===== config.mk =====
export PLATFORM = sky130hd
export DESIGN_NAME = region_reader
export DESIGN_NICKNAME = d
export VERILOG_FILES = /design/src/verilog/glm_wb_pkg.sv /design/src/verilog/region_reader.sv
export SDC_FILE = /design/constraint.sdc
export NUM_CORES = 1
export LEC_CHECK = 0
export BUFFER_PORTS_ARGS = -buffer_cell sky130_fd_sc_hd__buf_2
export CAP_MARGIN = 20
export CELL_PAD_IN_SITES_DETAIL_PLACEMENT = 0
export CELL_PAD_IN_SITES_GLOBAL_PLACEMENT = 1
export CORE_AREA = 10 10 416 418
export DETAILED_ROUTE_END_ITERATION = 10
export DIE_AREA = 0 0 426 428
export GPL_TIMING_DRIVEN = 0
export PLACE_DENSITY = 0.81
export SYNTH_ARGS = -nofsm -noshare
export SYNTH_HDL_FRONTEND = slang
export SYNTH_SLANG_ARGS = --single-unit

===== constraint.sdc =====
create_clock -name clk -period 15.25 [get_ports clk]
set_clock_uncertainty 0.15 [all_clocks]
set_input_delay 0.7625 -clock clk [delete_from_list [all_inputs] [get_ports clk]]
set_output_delay 0.7625 -clock clk [all_outputs]
set_load 0.03 [all_outputs]

===== src/verilog/glm_wb_pkg.sv =====
`default_nettype none

package glm_wb_pkg;

    // Line and word geometry
    localparam int LINE_BITS      = 512;
    localparam int WORD_BITS      = 32;
    localparam int WORDS_PER_LINE = LINE_BITS / WORD_BITS;
    localparam int ADDR_BITS      = 42;                         // Host cache-line address

    // Scratchpad layout
    localparam int SP_LINES         = 256;
    localparam int SP_ADDR_BITS     = 8;
    localparam int REGION_LINES     = 128;                      // Labels start at this line
    localparam int REGION_ADDR_BITS = $clog2(REGION_LINES);

    // Reader line buffer
    localparam int BUF_DEPTH    = 4;
    localparam int BUF_PTR_BITS = $clog2(BUF_DEPTH);
    localparam int BUF_CNT_BITS = $clog2(BUF_DEPTH + 1);       // Holds 0 to BUF_DEPTH

    typedef enum logic [0:0]
    {
        REGION_MODEL,
        REGION_LABELS
    } region_t;

    typedef enum logic [1:0]
    {
        WR_IDLE,
        WR_PREPROCESS,
        WR_WRITE,
        WR_DONE
    } writer_state_t;

    // Control register fields
    localparam int CTRL_REGION_BIT = 0;
    localparam int CTRL_FENCE_BIT  = 4;
    localparam int CTRL_SYNTH_BIT  = 5;

    // Store register: top bit picks in_addr over out_addr
    localparam int STORE_SEL_BIT = 31;

endpackage

`default_nettype wire


===== src/verilog/region_reader.sv =====
`timescale 1ns/1ns
`default_nettype none

module region_reader
(
    input  logic                                clk,
    input  logic                                reset,

    input  logic                                op_start,
    input  logic [31:0]                         reg_length,
    input  logic [7:0]                          reg_control,

    output logic                                fetch_req,
    output logic [glm_wb_pkg::SP_ADDR_BITS-1:0] fetch_addr,
    input  logic                                fetch_grant,
    input  logic [glm_wb_pkg::LINE_BITS-1:0]    fetch_data,
    input  logic                                fetch_data_valid,

    output logic                                buf_valid,
    output logic [glm_wb_pkg::LINE_BITS-1:0]    buf_data,
    input  logic                                buf_pop
);

    glm_wb_pkg::region_t                      region_q;
    logic [31:0]                              length_q;
    logic [31:0]                              req_count;       // Lines requested so far
    logic [glm_wb_pkg::SP_ADDR_BITS-1:0]      region_base;

    logic [glm_wb_pkg::LINE_BITS-1:0]         buf_mem [glm_wb_pkg::BUF_DEPTH];
    logic [glm_wb_pkg::BUF_PTR_BITS-1:0]      wr_ptr;
    logic [glm_wb_pkg::BUF_PTR_BITS-1:0]      rd_ptr;
    logic [glm_wb_pkg::BUF_CNT_BITS-1:0]      fill_count;      // Lines held in the buffer
    logic [glm_wb_pkg::BUF_CNT_BITS-1:0]      occ_count;       // Held plus in flight
    logic                                     fetch_taken;

    assign region_base = (region_q == glm_wb_pkg::REGION_LABELS) ?
                         glm_wb_pkg::SP_ADDR_BITS'(glm_wb_pkg::REGION_LINES) : '0;

    // Index truncated to the region size so the address wraps inside it
    assign fetch_addr = region_base +
                        glm_wb_pkg::SP_ADDR_BITS'(req_count[glm_wb_pkg::REGION_ADDR_BITS-1:0]);

    assign fetch_req = (req_count != length_q) &&
                       (occ_count < glm_wb_pkg::BUF_CNT_BITS'(glm_wb_pkg::BUF_DEPTH));
    assign fetch_taken = fetch_req && fetch_grant;

    assign buf_valid = (fill_count != '0);
    assign buf_data  = buf_mem[rd_ptr];

    always_ff @(posedge clk)
    begin
        if (reset)
        begin
            region_q   <= glm_wb_pkg::REGION_MODEL;
            length_q   <= '0;
            req_count  <= '0;
            wr_ptr     <= '0;
            rd_ptr     <= '0;
            fill_count <= '0;
            occ_count  <= '0;
        end
        else
        begin
            if (op_start)
            begin
                region_q  <= glm_wb_pkg::region_t'(reg_control[glm_wb_pkg::CTRL_REGION_BIT]);
                length_q  <= reg_length;
                req_count <= '0;
            end
            else if (fetch_taken)
            begin
                req_count <= req_count + 32'd1;
            end

            if (fetch_data_valid)
            begin
                wr_ptr <= wr_ptr + glm_wb_pkg::BUF_PTR_BITS'(1);
            end
            if (buf_pop)
            begin
                rd_ptr <= rd_ptr + glm_wb_pkg::BUF_PTR_BITS'(1);
            end

            fill_count <= fill_count + glm_wb_pkg::BUF_CNT_BITS'(fetch_data_valid)
                                     - glm_wb_pkg::BUF_CNT_BITS'(buf_pop);
            occ_count  <= occ_count + glm_wb_pkg::BUF_CNT_BITS'(fetch_taken)
                                    - glm_wb_pkg::BUF_CNT_BITS'(buf_pop);
        end
    end

    always_ff @(posedge clk)
    begin
        if (fetch_data_valid)
        begin
            buf_mem[wr_ptr] <= fetch_data;
        end
    end

    a_pop_needs_data: assert property (@(posedge clk) disable iff (reset)
        buf_pop |-> buf_valid);

    // In-flight fetches are counted too, so a full buffer is never overrun
    a_occ_bound: assert property (@(posedge clk) disable iff (reset)
        occ_count <= glm_wb_pkg::BUF_CNT_BITS'(glm_wb_pkg::BUF_DEPTH));

endmodule

`default_nettype wire


-- Word-level counts from Yosys, hierarchy flattened
Memories as Yosys holds them, arrays and structs flattened. A register that Yosys moved wholly into a read port is not among the register bits.
Cells that the tools add are included.
- add/sub/neg operators: 8
- multipliers: 0
- div/mod/pow operators: 0
- $lt $le $gt $ge: 1
- equality and inequality tests: 1
- shifts and indexed selects: 0
- muxes and demuxes: 5
- bitwise gates (word level): 0
- reductions and logical operators: 4
- operator list (operator ; number):
    32-bit by 1-bit adder with 32-bit output (second input constant) ; 1
    32-bit != test ; 1
    8-bit by 7-bit adder with 8-bit output ; 1
    8-bit two-way mux ; 1
    3-bit by 1-bit adder with 3-bit output ; 2
    3-bit by 1-bit subtractor with 3-bit output ; 2
    2-bit by 1-bit adder with 2-bit output (second input constant) ; 2
    2-bit two-way mux ; 2
    3-bit < comparator (second input constant) ; 1
    3-bit nonzero test ; 1
    1-bit logical AND ; 2
    1-bit two-way mux ; 2
    2-bit OR reduction ; 1
- flip-flop bits (word level): 75
- latch bits: 0
- RAM bits: 2048
- ROM bits: 0
- input bits: 558
- logic and storage cells: 27
- memories kept: 1
- memories (name ; words ; bits a word ; rd ports ; clocked after Yosys merged registers in ; wr ports ; RTL line ; RTL):
    buf_mem ; 4 ; 512 ; 1 ; 1 ; 1 ; region_reader.sv:29 ; logic [glm_wb_pkg::LINE_BITS-1:0] buf_mem [glm_wb_pkg::BUF_DEPTH];

-- Longest topological paths before layout
- depth in word-level cells: 5
- gate-level depth with buffers: 15
- depth with buffers taken out: 12

-- Worst setup path before layout
OpenSTA, ideal clock, no wires.
- path kind: input-to-reg
- start point: input fetch_data_valid
- end point: memory buf_mem[0][0] (netlist name) (enable)
- setup time: 0.941 ns
- arrival time: 12.254 ns
- setup slack: 1.905 ns
- stages: 1
- path through: and2_1
- cells in the longest elaborated chain, start to end: 2
- RTL lines (item ; RTL line ; RTL):
    start: declaration ; region_reader.sv:17 ; input logic fetch_data_valid,
    1-bit two-way mux ; region_reader.sv:93 ; if (fetch_data_valid)
    1-bit two-way mux (not written as such) ; region_reader.sv:95 ; buf_mem[wr_ptr] <= fetch_data;
    end: declaration ; region_reader.sv:29 ;
No other way between the ends.

==> results.yml <==
outcome:
  status: "finished clean"
synth:
  synth_area_leader_cell: "edfxtp_1"
  synth_area_leaders: "edfxtp_1 80%, mux4_2 15%, dfxtp_1 2.0%"
  ys.flop_type: "edfxtp_1"
  synth_area_mm2: 0.07727
  yosysWarnings: 0
  syn_nets: 3662
  yosys.area.top_type_share: 0.7959
  synth_edf_count: 2048
  ys_ff_latch: 2125
  async_flop_share: 0
  ys_types: 41
  synth_cells: 3093
  yosysSeqAreaShare: 0.8158
  avgSynthCellArea_um2: 24.98
hold_path:
  whs_path_depth: 3
  hold_class: "input port to flip-flop"
worst_setup_path:
  criticalPathCategory: "flip-flop to output pin"
  crit_chain: "clkbuf_1 > clkbuf_1 > buf_1 > mux4_2 > buf_2"
  critPathMaxFanout: 10
  arrival_ps: 4260
  worst-path-buf-inv: 4
  slowest_delay_ps: 830
  rr_worst_depth: 14
  slowest_stage: "clkbuf_1"
  cp_common_cell: "clkbuf_1"
  cp.depth: 5
  cp-start-kind: "flip-flop"
  end_kind: "output pin"
  cp_top_family: "buffers and inverters"
  worstPathRequired_ps: 14340
cts:
  cts_hold_buffers: 546
  cts_tree: "yes"
  worstSkewPairLatency_ps: 860
  cts_resized: 0
  clock_path_buffers: 3
  clk_pin_slew_ps: 60
  cts.htree.levels: 4
  numCtsBuffers: 210
  post_cts.repair.setup_buffers: 0
  clock_sinks: 2125
  clockRootBuffer: "clkbuf_16"
finish:
  final_nets: 5538
  syn2layout_area_growth_pct: 28.10
  drive_gt1_frac: 0.3834
sta:
  finalHoldViolCount: 0
  finalMaxSlewViolations: 0
  rsz0062_at_grt: "false"
  post-route-period-util: 0.3390
  worst_pin_slew_ps: 1143
  fmaxAchievable_mhz: 193.4
  setup_viol: 0
  slew-limit-headroom: 0.2379
  timing.setup.tns_ps: 0
  min_period_ps: 5170
drt:
  vias: 41660
  wl_per_cell_um: 30.73
  ant_nets: 0
  first_pass_iters: 5
  drc: 0
  wirelength_mm: 227.0
  vias_per_cell: 5.642
  drt_iter0_drc: 4716
global_route:
  grt_start_max_net_pins: 58
  grt_pass1_wl_mm: 321.6
  grt_usage: 0.2446
  grt_pass1_vias: 43450
  antenna_found_initial: 75
  grt_overflow: 0
placed_design:
  numPortBuffers: 1071
  dp.final_hpwl_mm: 153.0
  gp_congestion: 0.8541
job:
  maxCapViolCount: 0
power_and_ir_drop:
  p_per_area_mw_per_mm2: 139.0
  p_leak_nw: 33.78
  ir_worst_vdd_v: 0.0001245
  total_power_mw: 13.75
floorplan:
  die_h_um: 428
  floorplan.initialDensity: 0.4700
  ios: 1080
  fp.dieW_um: 426
  core.rowCount: 149
  die-area_mm2: 0.1823
  core_mm2: 0.1644
## stage by stage
step | hold WS [ps] | setup slack (ps) | util | cell area (um^2) | std cells
global route | 121.9 | 9727 | 0.6017 | 98940 | 7366
CTS | 65.55 | 9598 | 0.6010 | 98820 | 7326
detailed placement | 338.3 | 10510 | 0.5266 | 86580 | 6399
global placement | 325.3 | -7924 | 0.5192 | 85370 | 6353
finish | 130.6 | 10080 | 0.6020 | 98980 | 7385
floorplan | 311.7 | 1905 | - | 77270 | 3093
## where the power goes
part	internal (mW)	switching, mW
Sequential	6.69	0.0722
Combinational	0.667	1.24
Clock	2.85	2.23
## layer usage
layer  vias up  GRT usage  share of wire  routed length [um]
met5         -          0         0.0010                 230
met4        38     0.1507          0.070               15980
met3       578    0.07577          0.095               21590
met2      2400     0.3980           0.50              112900
met1     21560     0.2829           0.34               76260
li1      17090          -              -                   -
## sequential cells by signal (all words and copies together), names as in the netlist, named ones only
register    count
buf_mem      2048
length_q       32
req_count      32
fill_count      3
occ_count       3
rd_ptr          2
wr_ptr          2
region_q        1
## synthesized netlist by cell type (3+ instances only)
| cell | n |
|---|---|
| buf_1 | 52 |
| or4_1 | 9 |
| mux4_2 | 512 |
| ha_1 | 9 |
| inv_1 | 12 |
| nand4_1 | 7 |
| o211ai_1 | 5 |
| a21oi_1 | 24 |
| mux2i_1 | 34 |
| nand2_1 | 17 |
| and3_1 | 4 |
| xor2_1 | 37 |
| o21ai_0 | 15 |
| nor2b_1 | 3 |
| o31ai_1 | 9 |
| edfxtp_1 | 2048 |
| and4_1 | 7 |
| dfxtp_1 | 77 |
| clkbuf_1 | 47 |
| nor4_1 | 12 |
| and2_1 | 6 |
| nor2_1 | 50 |
| nand3_1 | 16 |
| xnor2_1 | 5 |
| or3_1 | 17 |
| buf_2 | 33 |
| buf_4 | 9 |
## final timing paths
check | start | to | slack [ps]
worst max-delay path | flip-flop | buf_data[175] | 10080
worst max register to register | req_count[7] | occ_count[2] | 11210
worst min register to register | req_count[31] | req_count[31] | 370
worst min-delay path | fetch_data_valid | wr_ptr[0] | 130
## layout make-up
cell class | count | area, um^2
Fill cell | 11360 | 65450
Sequential cell | 2125 | 63040
Multi-Input combinational cell | 814 | 13580
Timing Repair Buffer | 1664 | 12040
Clock buffer | 247 | 5458
Tap cell | 2189 | 2739
Clock inverter | 134 | 1318
Buffer | 142 | 615.6
Antenna cell | 58 | 145.1
Inverter | 12 | 45.04
## cell usage in the layout, fill, tap and decap left out, types with 50 or more instances in the layout
cell type and count:
buf_2 1104, dlygate4sd3_1 546, clkbuf_16 213, clkinv_1 58
dfxtp_1 77, mux4_2 512, diode_2 58, nor2_1 50
buf_1 52, clkbuf_1 81, edfxtp_1 2048
## kinds of logic (layout without fill, tap and decap cells)
family,Yosys count,after routing,share of synthesized area
xor gates and xnor gates,42,42,0.004760
buffers and inverters,154,2199,0.008549
DFF,2125,2125,0.8158
other,0,58,0
adders and majority gates,11,11,0.001975
muxes,546,546,0.1536
AOI/OAI and AO/OA,60,60,0.004550
and+or+nand+nor,155,155,0.01074
## worst min-delay path, delay by kind of cell
family | cells | cell delay (ps)
buf+inv | 1 | 170
simple gates | 1 | 80
xor+xnor | 1 | 90
Note: power is estimated with default switching activity, not from simulation.
