`config.mk`:
```
export PLATFORM = sky130hd
export DESIGN_NAME = line_writer
export DESIGN_NICKNAME = d
export VERILOG_FILES = /design/src/verilog/glm_wb_pkg.sv /design/src/verilog/line_writer.sv
export SDC_FILE = /design/constraint.sdc
export NUM_CORES = 2
export LEC_CHECK = 0
export ABC_CLOCK_PERIOD_IN_PS = 39600
export BUFFER_PORTS_ARGS = -buffer_cell sky130_fd_sc_hd__buf_2
export CAP_MARGIN = 10
export CORE_AREA = 10 10 502 504
export CTS_BUF_LIST = sky130_fd_sc_hd__clkbuf_4
export DETAILED_ROUTE_END_ITERATION = 8
export DIE_AREA = 0 0 512 514
export GPL_TIMING_DRIVEN = 0
export PLACE_DENSITY = 0.36
export SYNTH_ARGS = -nofsm -noshare
export SYNTH_HDL_FRONTEND = slang
export SYNTH_SLANG_ARGS = --single-unit
```
`constraint.sdc`:
```
create_clock -name clk -period 39.6 [get_ports clk]
set_clock_uncertainty 0.2 [all_clocks]
set_input_delay 0 -clock clk [delete_from_list [all_inputs] [get_ports clk]]
set_output_delay 0 -clock clk [all_outputs]
set_load 0.02 [all_outputs]
```
`src/verilog/glm_wb_pkg.sv`:
```
`default_nettype none

package glm_wb_pkg;

    // Line and word geometry
    localparam int LINE_BITS      = 512;
    localparam int WORD_BITS      = 32;
    localparam int WORDS_PER_LINE = LINE_BITS / WORD_BITS;
    localparam int ADDR_BITS      = 42;                         // Host cache-line address

    // Scratchpad layout
    localparam int SP_LINES         = 256;
    localparam int SP_ADDR_BITS     = 8;
    localparam int REGION_LINES     = 128;                      // Labels start at this line
    localparam int REGION_ADDR_BITS = $clog2(REGION_LINES);

    // Reader line buffer
    localparam int BUF_DEPTH    = 4;
    localparam int BUF_PTR_BITS = $clog2(BUF_DEPTH);
    localparam int BUF_CNT_BITS = $clog2(BUF_DEPTH + 1);       // Holds 0 to BUF_DEPTH

    typedef enum logic [0:0]
    {
        REGION_MODEL,
        REGION_LABELS
    } region_t;

    typedef enum logic [1:0]
    {
        WR_IDLE,
        WR_PREPROCESS,
        WR_WRITE,
        WR_DONE
    } writer_state_t;

    // Control register fields
    localparam int CTRL_REGION_BIT = 0;
    localparam int CTRL_FENCE_BIT  = 4;
    localparam int CTRL_SYNTH_BIT  = 5;

    // Store register: top bit picks in_addr over out_addr
    localparam int STORE_SEL_BIT = 31;

endpackage

`default_nettype wire

```
`src/verilog/line_writer.sv`:
```
`timescale 1ns/1ns
`default_nettype none

module line_writer
(
    input  logic                             clk,
    input  logic                             reset,

    input  logic                             op_start,
    input  logic [31:0]                      reg_offset_0,
    input  logic [31:0]                      reg_offset_1,
    input  logic [31:0]                      reg_offset_2,
    input  logic [31:0]                      reg_store,
    input  logic [31:0]                      reg_length,
    input  logic [7:0]                       reg_control,
    input  logic [glm_wb_pkg::ADDR_BITS-1:0] in_addr,
    input  logic [glm_wb_pkg::ADDR_BITS-1:0] out_addr,

    input  logic                             buf_valid,
    input  logic [glm_wb_pkg::LINE_BITS-1:0] buf_data,
    output logic                             buf_pop,

    output logic                             tx_valid,
    output logic [glm_wb_pkg::ADDR_BITS-1:0] tx_addr,
    output logic [glm_wb_pkg::LINE_BITS-1:0] tx_data,
    input  logic                             tx_almost_full,
    input  logic                             rsp_valid,

    output logic                             op_done
);

    glm_wb_pkg::writer_state_t        state;

    logic [31:0]                      offset_q [3];             // Shifted down each preprocess
    logic [glm_wb_pkg::ADDR_BITS-1:0] store_addr;
    logic [glm_wb_pkg::ADDR_BITS-1:0] store_base;
    logic [31:0]                      length_q;
    logic                             fence_q;
    logic                             synth_q;

    logic [1:0]                       offset_sel;
    logic [31:0]                      sent_count;
    logic [31:0]                      ack_count;

    assign store_base = reg_store[glm_wb_pkg::STORE_SEL_BIT] ? in_addr : out_addr;

    // Pop only what the operation still needs
    assign buf_pop = (state == glm_wb_pkg::WR_WRITE) && buf_valid && !tx_almost_full &&
                     (sent_count != length_q);

    always_ff @(posedge clk)
    begin
        if (reset)
        begin
            state      <= glm_wb_pkg::WR_IDLE;
            offset_sel <= '0;
            sent_count <= '0;
            ack_count  <= '0;
            tx_valid   <= 1'b0;
            op_done    <= 1'b0;
        end
        else
        begin
            tx_valid <= buf_pop;                                // Request one cycle after pop
            op_done  <= 1'b0;

            case (state)
                glm_wb_pkg::WR_IDLE:
                begin
                    if (op_start)
                    begin
                        offset_sel <= '0;
                        sent_count <= '0;
                        ack_count  <= '0;
                        state      <= (reg_length == 32'd0) ? glm_wb_pkg::WR_DONE
                                                            : glm_wb_pkg::WR_PREPROCESS;
                    end
                end

                glm_wb_pkg::WR_PREPROCESS:
                begin
                    offset_sel <= offset_sel + 2'd1;
                    if (offset_sel == 2'd2)
                    begin
                        state <= glm_wb_pkg::WR_WRITE;
                    end
                end

                glm_wb_pkg::WR_WRITE:
                begin
                    if (buf_pop)
                    begin
                        sent_count <= sent_count + 32'd1;
                        if (sent_count == length_q - 32'd1 && !fence_q)
                        begin
                            state <= glm_wb_pkg::WR_DONE;        // Done follows last request
                        end
                    end

                    if (rsp_valid)
                    begin
                        ack_count <= ack_count + 32'd1;
                        if (ack_count == length_q - 32'd1 && fence_q)
                        begin
                            op_done <= 1'b1;                    // Fence: right after last ack
                            state   <= glm_wb_pkg::WR_IDLE;
                        end
                    end
                end

                glm_wb_pkg::WR_DONE:
                begin
                    op_done <= 1'b1;
                    state   <= glm_wb_pkg::WR_IDLE;
                end

                default:
                begin
                    state <= glm_wb_pkg::WR_IDLE;
                end
            endcase
        end
    end

    always_ff @(posedge clk)
    begin
        if (state == glm_wb_pkg::WR_IDLE && op_start)
        begin
            offset_q[0] <= reg_offset_0;
            offset_q[1] <= reg_offset_1;
            offset_q[2] <= reg_offset_2;
            store_addr  <= store_base +
                           glm_wb_pkg::ADDR_BITS'(reg_store[glm_wb_pkg::STORE_SEL_BIT-1:0]);
            length_q    <= reg_length;
            fence_q     <= reg_control[glm_wb_pkg::CTRL_FENCE_BIT];
            synth_q     <= reg_control[glm_wb_pkg::CTRL_SYNTH_BIT];
        end
        else if (state == glm_wb_pkg::WR_PREPROCESS)
        begin
            store_addr  <= store_addr + glm_wb_pkg::ADDR_BITS'(offset_q[0]);
            offset_q[0] <= offset_q[1];
            offset_q[1] <= offset_q[2];
        end

        if (buf_pop)
        begin
            tx_addr <= store_addr + glm_wb_pkg::ADDR_BITS'(sent_count);
            if (synth_q)
            begin
                tx_data <= {glm_wb_pkg::WORDS_PER_LINE{sent_count[glm_wb_pkg::WORD_BITS-1:0]}};
            end
            else
            begin
                tx_data <= buf_data;
            end
        end
    end

    // Back-pressure is honoured: a request never follows an almost-full cycle
    a_tx_after_room: assert property (@(posedge clk) disable iff (reset)
        tx_valid |-> !$past(tx_almost_full));

endmodule

`default_nettype wire

```
==> results of run 1 <==
[cells by family after synthesis]
logic type	after synthesis	share of synthesized area (%)
AOI/OAI and AO/OA	915	13.2
xor gates and xnor gates	231	5.19
adders and majority gates	102	3.33
buffers and inverters	742	7.18
DFF	796	59.5
muxes	57	1.59
and+or+nand+nor	822	10.0
[synthesized netlist by cell type, types with 24 or more instances]
library cell,instances
sky130_fd_sc_hd__edfxtp_1,726
sky130_fd_sc_hd__ha_1,99
sky130_fd_sc_hd__or3_1,28
sky130_fd_sc_hd__a21o_1,49
sky130_fd_sc_hd__xor2_1,101
sky130_fd_sc_hd__mux2_2,40
sky130_fd_sc_hd__nand4_1,45
sky130_fd_sc_hd__and3_1,29
sky130_fd_sc_hd__nor2_1,164
sky130_fd_sc_hd__nand3_1,53
sky130_fd_sc_hd__o21ai_0,582
sky130_fd_sc_hd__clkbuf_1,165
sky130_fd_sc_hd__nor4_1,29
sky130_fd_sc_hd__dfxtp_1,70
sky130_fd_sc_hd__a31oi_1,24
sky130_fd_sc_hd__nand2_1,343
sky130_fd_sc_hd__inv_1,563
sky130_fd_sc_hd__a21oi_1,129
sky130_fd_sc_hd__xnor2_1,130
sky130_fd_sc_hd__nor3_1,28
[metrics by stage]
stage	hold WS [ps]	setup WS [ps]	instance area [um^2]	cells	util, %
floorplan	-101	3700	39000	3665	-
global placement	-23.1	-22540	49600	8185	20.5
detailed placement	-21.9	34060	50400	8219	20.8
==> flow_metrics.tcl, run 1 <==
set metrics [dict create \
    initial_core_util_pct 16.1 \
    synth-warning-count 0 \
    syn_nets 4537 \
    cts_made_buffers 277 \
    root_buffer_cell "sky130_fd_sc_hd__clkbuf_4" \
    post_cts.resized_instances 0 \
    asyncSetResetFlopFracSynth_pct 0 \
    boundaryPins 1327 \
    cts_htree_levels 5 \
    cts_sinks 796 \
    synth_edf_count 726 \
    run_status "did not finish" \
    synth_cells 3665 \
    ys_seq_area_share_pct 59.5 \
    largest_area_contributor_in_the_netlist "sky130_fd_sc_hd__edfxtp_1" \
    dominantRegCellSynth "sky130_fd_sc_hd__edfxtp_1" \
    post_synth_instance_area_um2 39000 \
    dp_hpwl_um 216000 \
    post_cts_buffers 0 \
    yosys.area.top_type_share_pct 55.9 \
    stop_stage "clock tree synthesis (4_1_cts)" \
    gp_congestion 0.905 \
    synth_seq_cells 796 \
    dominant_cells_by_area_after_synthesis "sky130_fd_sc_hd__edfxtp_1, sky130_fd_sc_hd__o21ai_0, sky130_fd_sc_hd__inv_1" \
    place.port_buffers 1318 \
    fp-row-count 181 \
    dieHeight_um 514 \
    first-error "[ERROR RSZ-0060] Max buffer count reached." \
    synthesis.area_per_instance_um2 10.6 \
    buffers_from_clock_root_to_sink_at_most 4 \
    cts_hold_buffers 1737 \
    die-width_um 512 \
    post_synth_num_cell_types 76 \
]
==> inputs of run 2 (changes only) <==
- CORE_AREA: 10 10 502 504 -> 10 10 513 515
- CTS_BUF_LIST: sky130_fd_sc_hd__clkbuf_4 -> default
- DIE_AREA: 0 0 512 514 -> 0 0 523 525
- PLACE_DENSITY: 0.36 -> default
- PLACE_DENSITY_LB_ADDON: default -> 0.15
==> run 2 against run 1 <==
Net effect: the run now ends clean; area after synthesis is the same; synthesized cell count is the same.
==> flow_metrics.tcl, run 2 <==
set metrics [dict create \
    run_status "finished clean" \
    timing.critical_path.max_delay_family "buffers and inverters" \
    logic_gate_share_of_total_power_pct 22.6 \
    crit_path_start_kind "input pin" \
    initial_antenna_violation_count 93 \
    detailedRoute.firstIterationViolations 3062 \
    synth_edf_count 726 \
    dp_hpwl_um 219000 \
    post_synth_num_cell_types 76 \
    dominantRegCellSynth "sky130_fd_sc_hd__edfxtp_1" \
    total_via_count_in_the_routed_design 40467 \
    first_global_vias 41492 \
    clkTransAtPathRegs_ps 60 \
    reg2reg_to "sent_count[22]" \
    post_layout_nonfiller_instances 9978 \
    totalWireLength_um 269000 \
    power_density_nw_per_um2 38.2 \
    largest_register "tx_data" \
    ys_seq_area_share_pct 59.5 \
    boundaryPins 1327 \
    cp.arrival_ps 6790 \
    globalRouteTotalUtil_pct 18.7 \
    synth_cells 3665 \
    setup_crit_path_kind "in -> reg" \
    path_depth 17 \
    cts_tree "done" \
    r2r_slack_ps 34340 \
    cellInternalPower_mw 1.80 \
    largest_reg_flops 512 \
    syn_nets 4537 \
    layout_commonest_cell "sky130_fd_sc_hd__buf_2" \
    grt_max_degree 40 \
    synthesis.area_per_instance_um2 10.6 \
    worstSkewPairLatency_ps 820 \
    fin_area_um2 67600 \
    yosys.area.top_type_share_pct 55.9 \
    cp-end-kind "flip-flop" \
    clkPwrFrac_pct 38.4 \
    cts_htree_levels 3 \
    dpl_cell_area_um2 50700 \
    root_buffer_cell "sky130_fd_sc_hd__clkbuf_16" \
    drtAntennaViolNets 0 \
    gp_congestion 0.912 \
    max-vdd-ir-drop_mv 0.0413 \
    largest_area_contributor_in_the_netlist "sky130_fd_sc_hd__edfxtp_1" \
    endpoint "store_addr[34]" \
    yosysMostFrequentCell "sky130_fd_sc_hd__edfxtp_1" \
    slew_headroom_pct 21.5 \
    final-hold-violation-count 0 \
    synth_seq_cells 796 \
    final.setup.tns_ps 0 \
    final_min_period_over_clock_period_pct 16.4 \
    post_cts.resized_instances 0 \
    cts_made_buffers 107 \
    worstPathBufferInverterCount 7 \
    avgViaCountPerCell 4.06 \
    r2r.worst_path.cells 13 \
    dpl.cell_count 8387 \
    timing.critical_path.from "reg_store[31]" \
    critical_path_peak_fanout 10 \
    fp-row-count 185 \
    final-max-slew-violation-count 0 \
    die-area_um2 275000 \
    dieHeight_um 525 \
    drcViolationCount 0 \
    cts_sinks 796 \
    dominant_cells_by_area_after_synthesis "sky130_fd_sc_hd__edfxtp_1, sky130_fd_sc_hd__o21ai_0, sky130_fd_sc_hd__inv_1" \
    path_cells "clkbuf_1 > buf_1 > clkbuf_1 > mux2_2 > ha_1 > dlygate4sd3_1 > nor2b_1 > or3_1 > o21ai_0 > o31a_1 > or3_1 > clkbuf_1 > o211a_1 > mux2i_1 > dlygate4sd3_1 > nor3_1 > dlygate4sd3_1" \
    swShare_pct 30.5 \
    critical_path_required_ps 39880 \
    seqPwrFrac_pct 38.9 \
    asyncSetResetFlopFracSynth_pct 0 \
    buffers_from_clock_root_to_sink_at_most 3 \
    route.detailed.wl_per_inst_um 26.9 \
    net-switching-power_mw 0.788 \
    worstHoldPathType "in -> reg" \
    grt_remaining_overflow 0 \
    final_period_minus_worst_setup_slack_ps 6510 \
    grt_first_pass_wirelength_um 360000 \
    cp_slowest_stage_delay_ps 810 \
    mostFrequentLayoutCells "sky130_fd_sc_hd__buf_2, sky130_fd_sc_hd__dlygate4sd3_1, sky130_fd_sc_hd__edfxtp_1" \
    initial_core_util_pct 15.4 \
    crit-reg2reg-launch "state[1]" \
    layout_top_registers "tx_data x512, offset_q x96" \
    drv_cap 0 \
    layout-area-overhead-vs-synth_pct 73.2 \
    drtPass1Iterations 5 \
    final.fill_count 27088 \
    synth.top_cells.by_count "sky130_fd_sc_hd__edfxtp_1, sky130_fd_sc_hd__o21ai_0, sky130_fd_sc_hd__inv_1, sky130_fd_sc_hd__nand2_1, sky130_fd_sc_hd__clkbuf_1" \
    setup-violations-final 0 \
    unrepaired_setup_endpoints_after_global_routing "no" \
    max_freq_ghz 0.154 \
    final_layout_size_suffix_gt1_share_pct 24.2 \
    post_synth_instance_area_um2 39000 \
    place.port_buffers 1318 \
    num-nets-final 7322 \
    synth-warning-count 0 \
    leakage_nw 28.5 \
    core_area_um2 253000 \
    crit_slowest_cell "sky130_fd_sc_hd__buf_1" \
    worst_slew_pin_slew_ps 1180 \
    die-width_um 523 \
]
## run 2: worst min-delay path by stage
| stage | start | end | slack [ps] | depth (start not counted) |
|---|---|---|---|---|
| floorplan | reg_control[4] | fence_q | -100 | 0 |
| global placement | reg_offset_2[14] | offset_q[1][14] | -20 | 1 |
| detailed placement | reg_offset_2[9] | offset_q[1][9] | -20 | 1 |
| CTS | buf_data[145] | tx_data[145] | 0.8 | 4 |
| global route | buf_data[235] | tx_data[235] | 50 | 4 |
| finish | buf_data[145] | tx_data[145] | 70 | 4 |
## run 2: cell families (layout without fill, tap and decap cells)
logic type / count (synthesis) / after routing / synth area share (%)
AOI/OAI and AO/OA: 915 / 915 / 13.2
xor gates and xnor gates: 231 / 231 / 5.19
adders and majority gates: 102 / 102 / 3.33
buffers and inverters: 742 / 3620 / 7.18
DFF: 796 / 796 / 59.5
muxes: 57 / 57 / 1.59
other: 0 / 69 / 0
and+or+nand+nor: 822 / 822 / 10.0
## run 2: layout make-up
cell class	instances	area (um^2)	share of cell area, %
clock buffer	146	2950	4.36
buffer	179	696	1.03
inverter	563	2110	3.13
clock inverter	56	561	0.830
multi-input combinational	2127	13000	19.3
antenna	69	173	0.256
sequential	796	23200	34.3
timing repair buffer	2676	20600	30.5
tap	3366	4210	6.23
## run 2: per-stage QoR
| stage | setup WS (ps) | hold slack (ps) | util, % | total power, mW |
|---|---|---|---|---|
| after floorplan | 3700 | -101 | - | 1.29 |
| after global placement | -22910 | -23.1 | 19.7 | 1.49 |
| after detailed placement | 33240 | -21.9 | 20.0 | 1.49 |
| after CTS | 33070 | 0.781 | 26.6 | 2.62 |
| after global routing | 32800 | 50.5 | 26.7 | 2.71 |
| final | 33090 | 65.4 | 26.7 | 2.58 |
## run 2: repair_timing
action	CTS	global route
hold buffers	1319	0
buffers inserted	0	0
hold endpoints to repair	743	0
## run 2: routing by layer
metal,vias up,global-route usage [%],part of all wire (%)
met3,352,3.64,5.8
li1,18471,-,-
met4,38,8.81,5.5
met2,1576,32.4,49
met1,20030,22.1,40
met5,-,0,0.084
## run 2: worst register-to-register path: cells and delay by family, from the launching register on
family | cells | cell delay [ps]
DFF | 1 | 300
buffers and inverters | 5 | 1990
and+or+nand+nor | 6 | 1990
AOI/OAI and AO/OA | 2 | 680
## run 2: power by group through the flow
stage / sequential, mW / clock, mW / combinational, mW
final: 1.01 / 0.993 / 0.584
after detailed placement: 1.02 / 0 / 0.463
after global routing: 1.01 / 1.05 / 0.645
after global placement: 1.03 / 0 / 0.461
after CTS: 1.01 / 1.02 / 0.587
after floorplan: 1.00 / 0 / 0.287
Note: power is estimated with default switching activity, not from simulation.
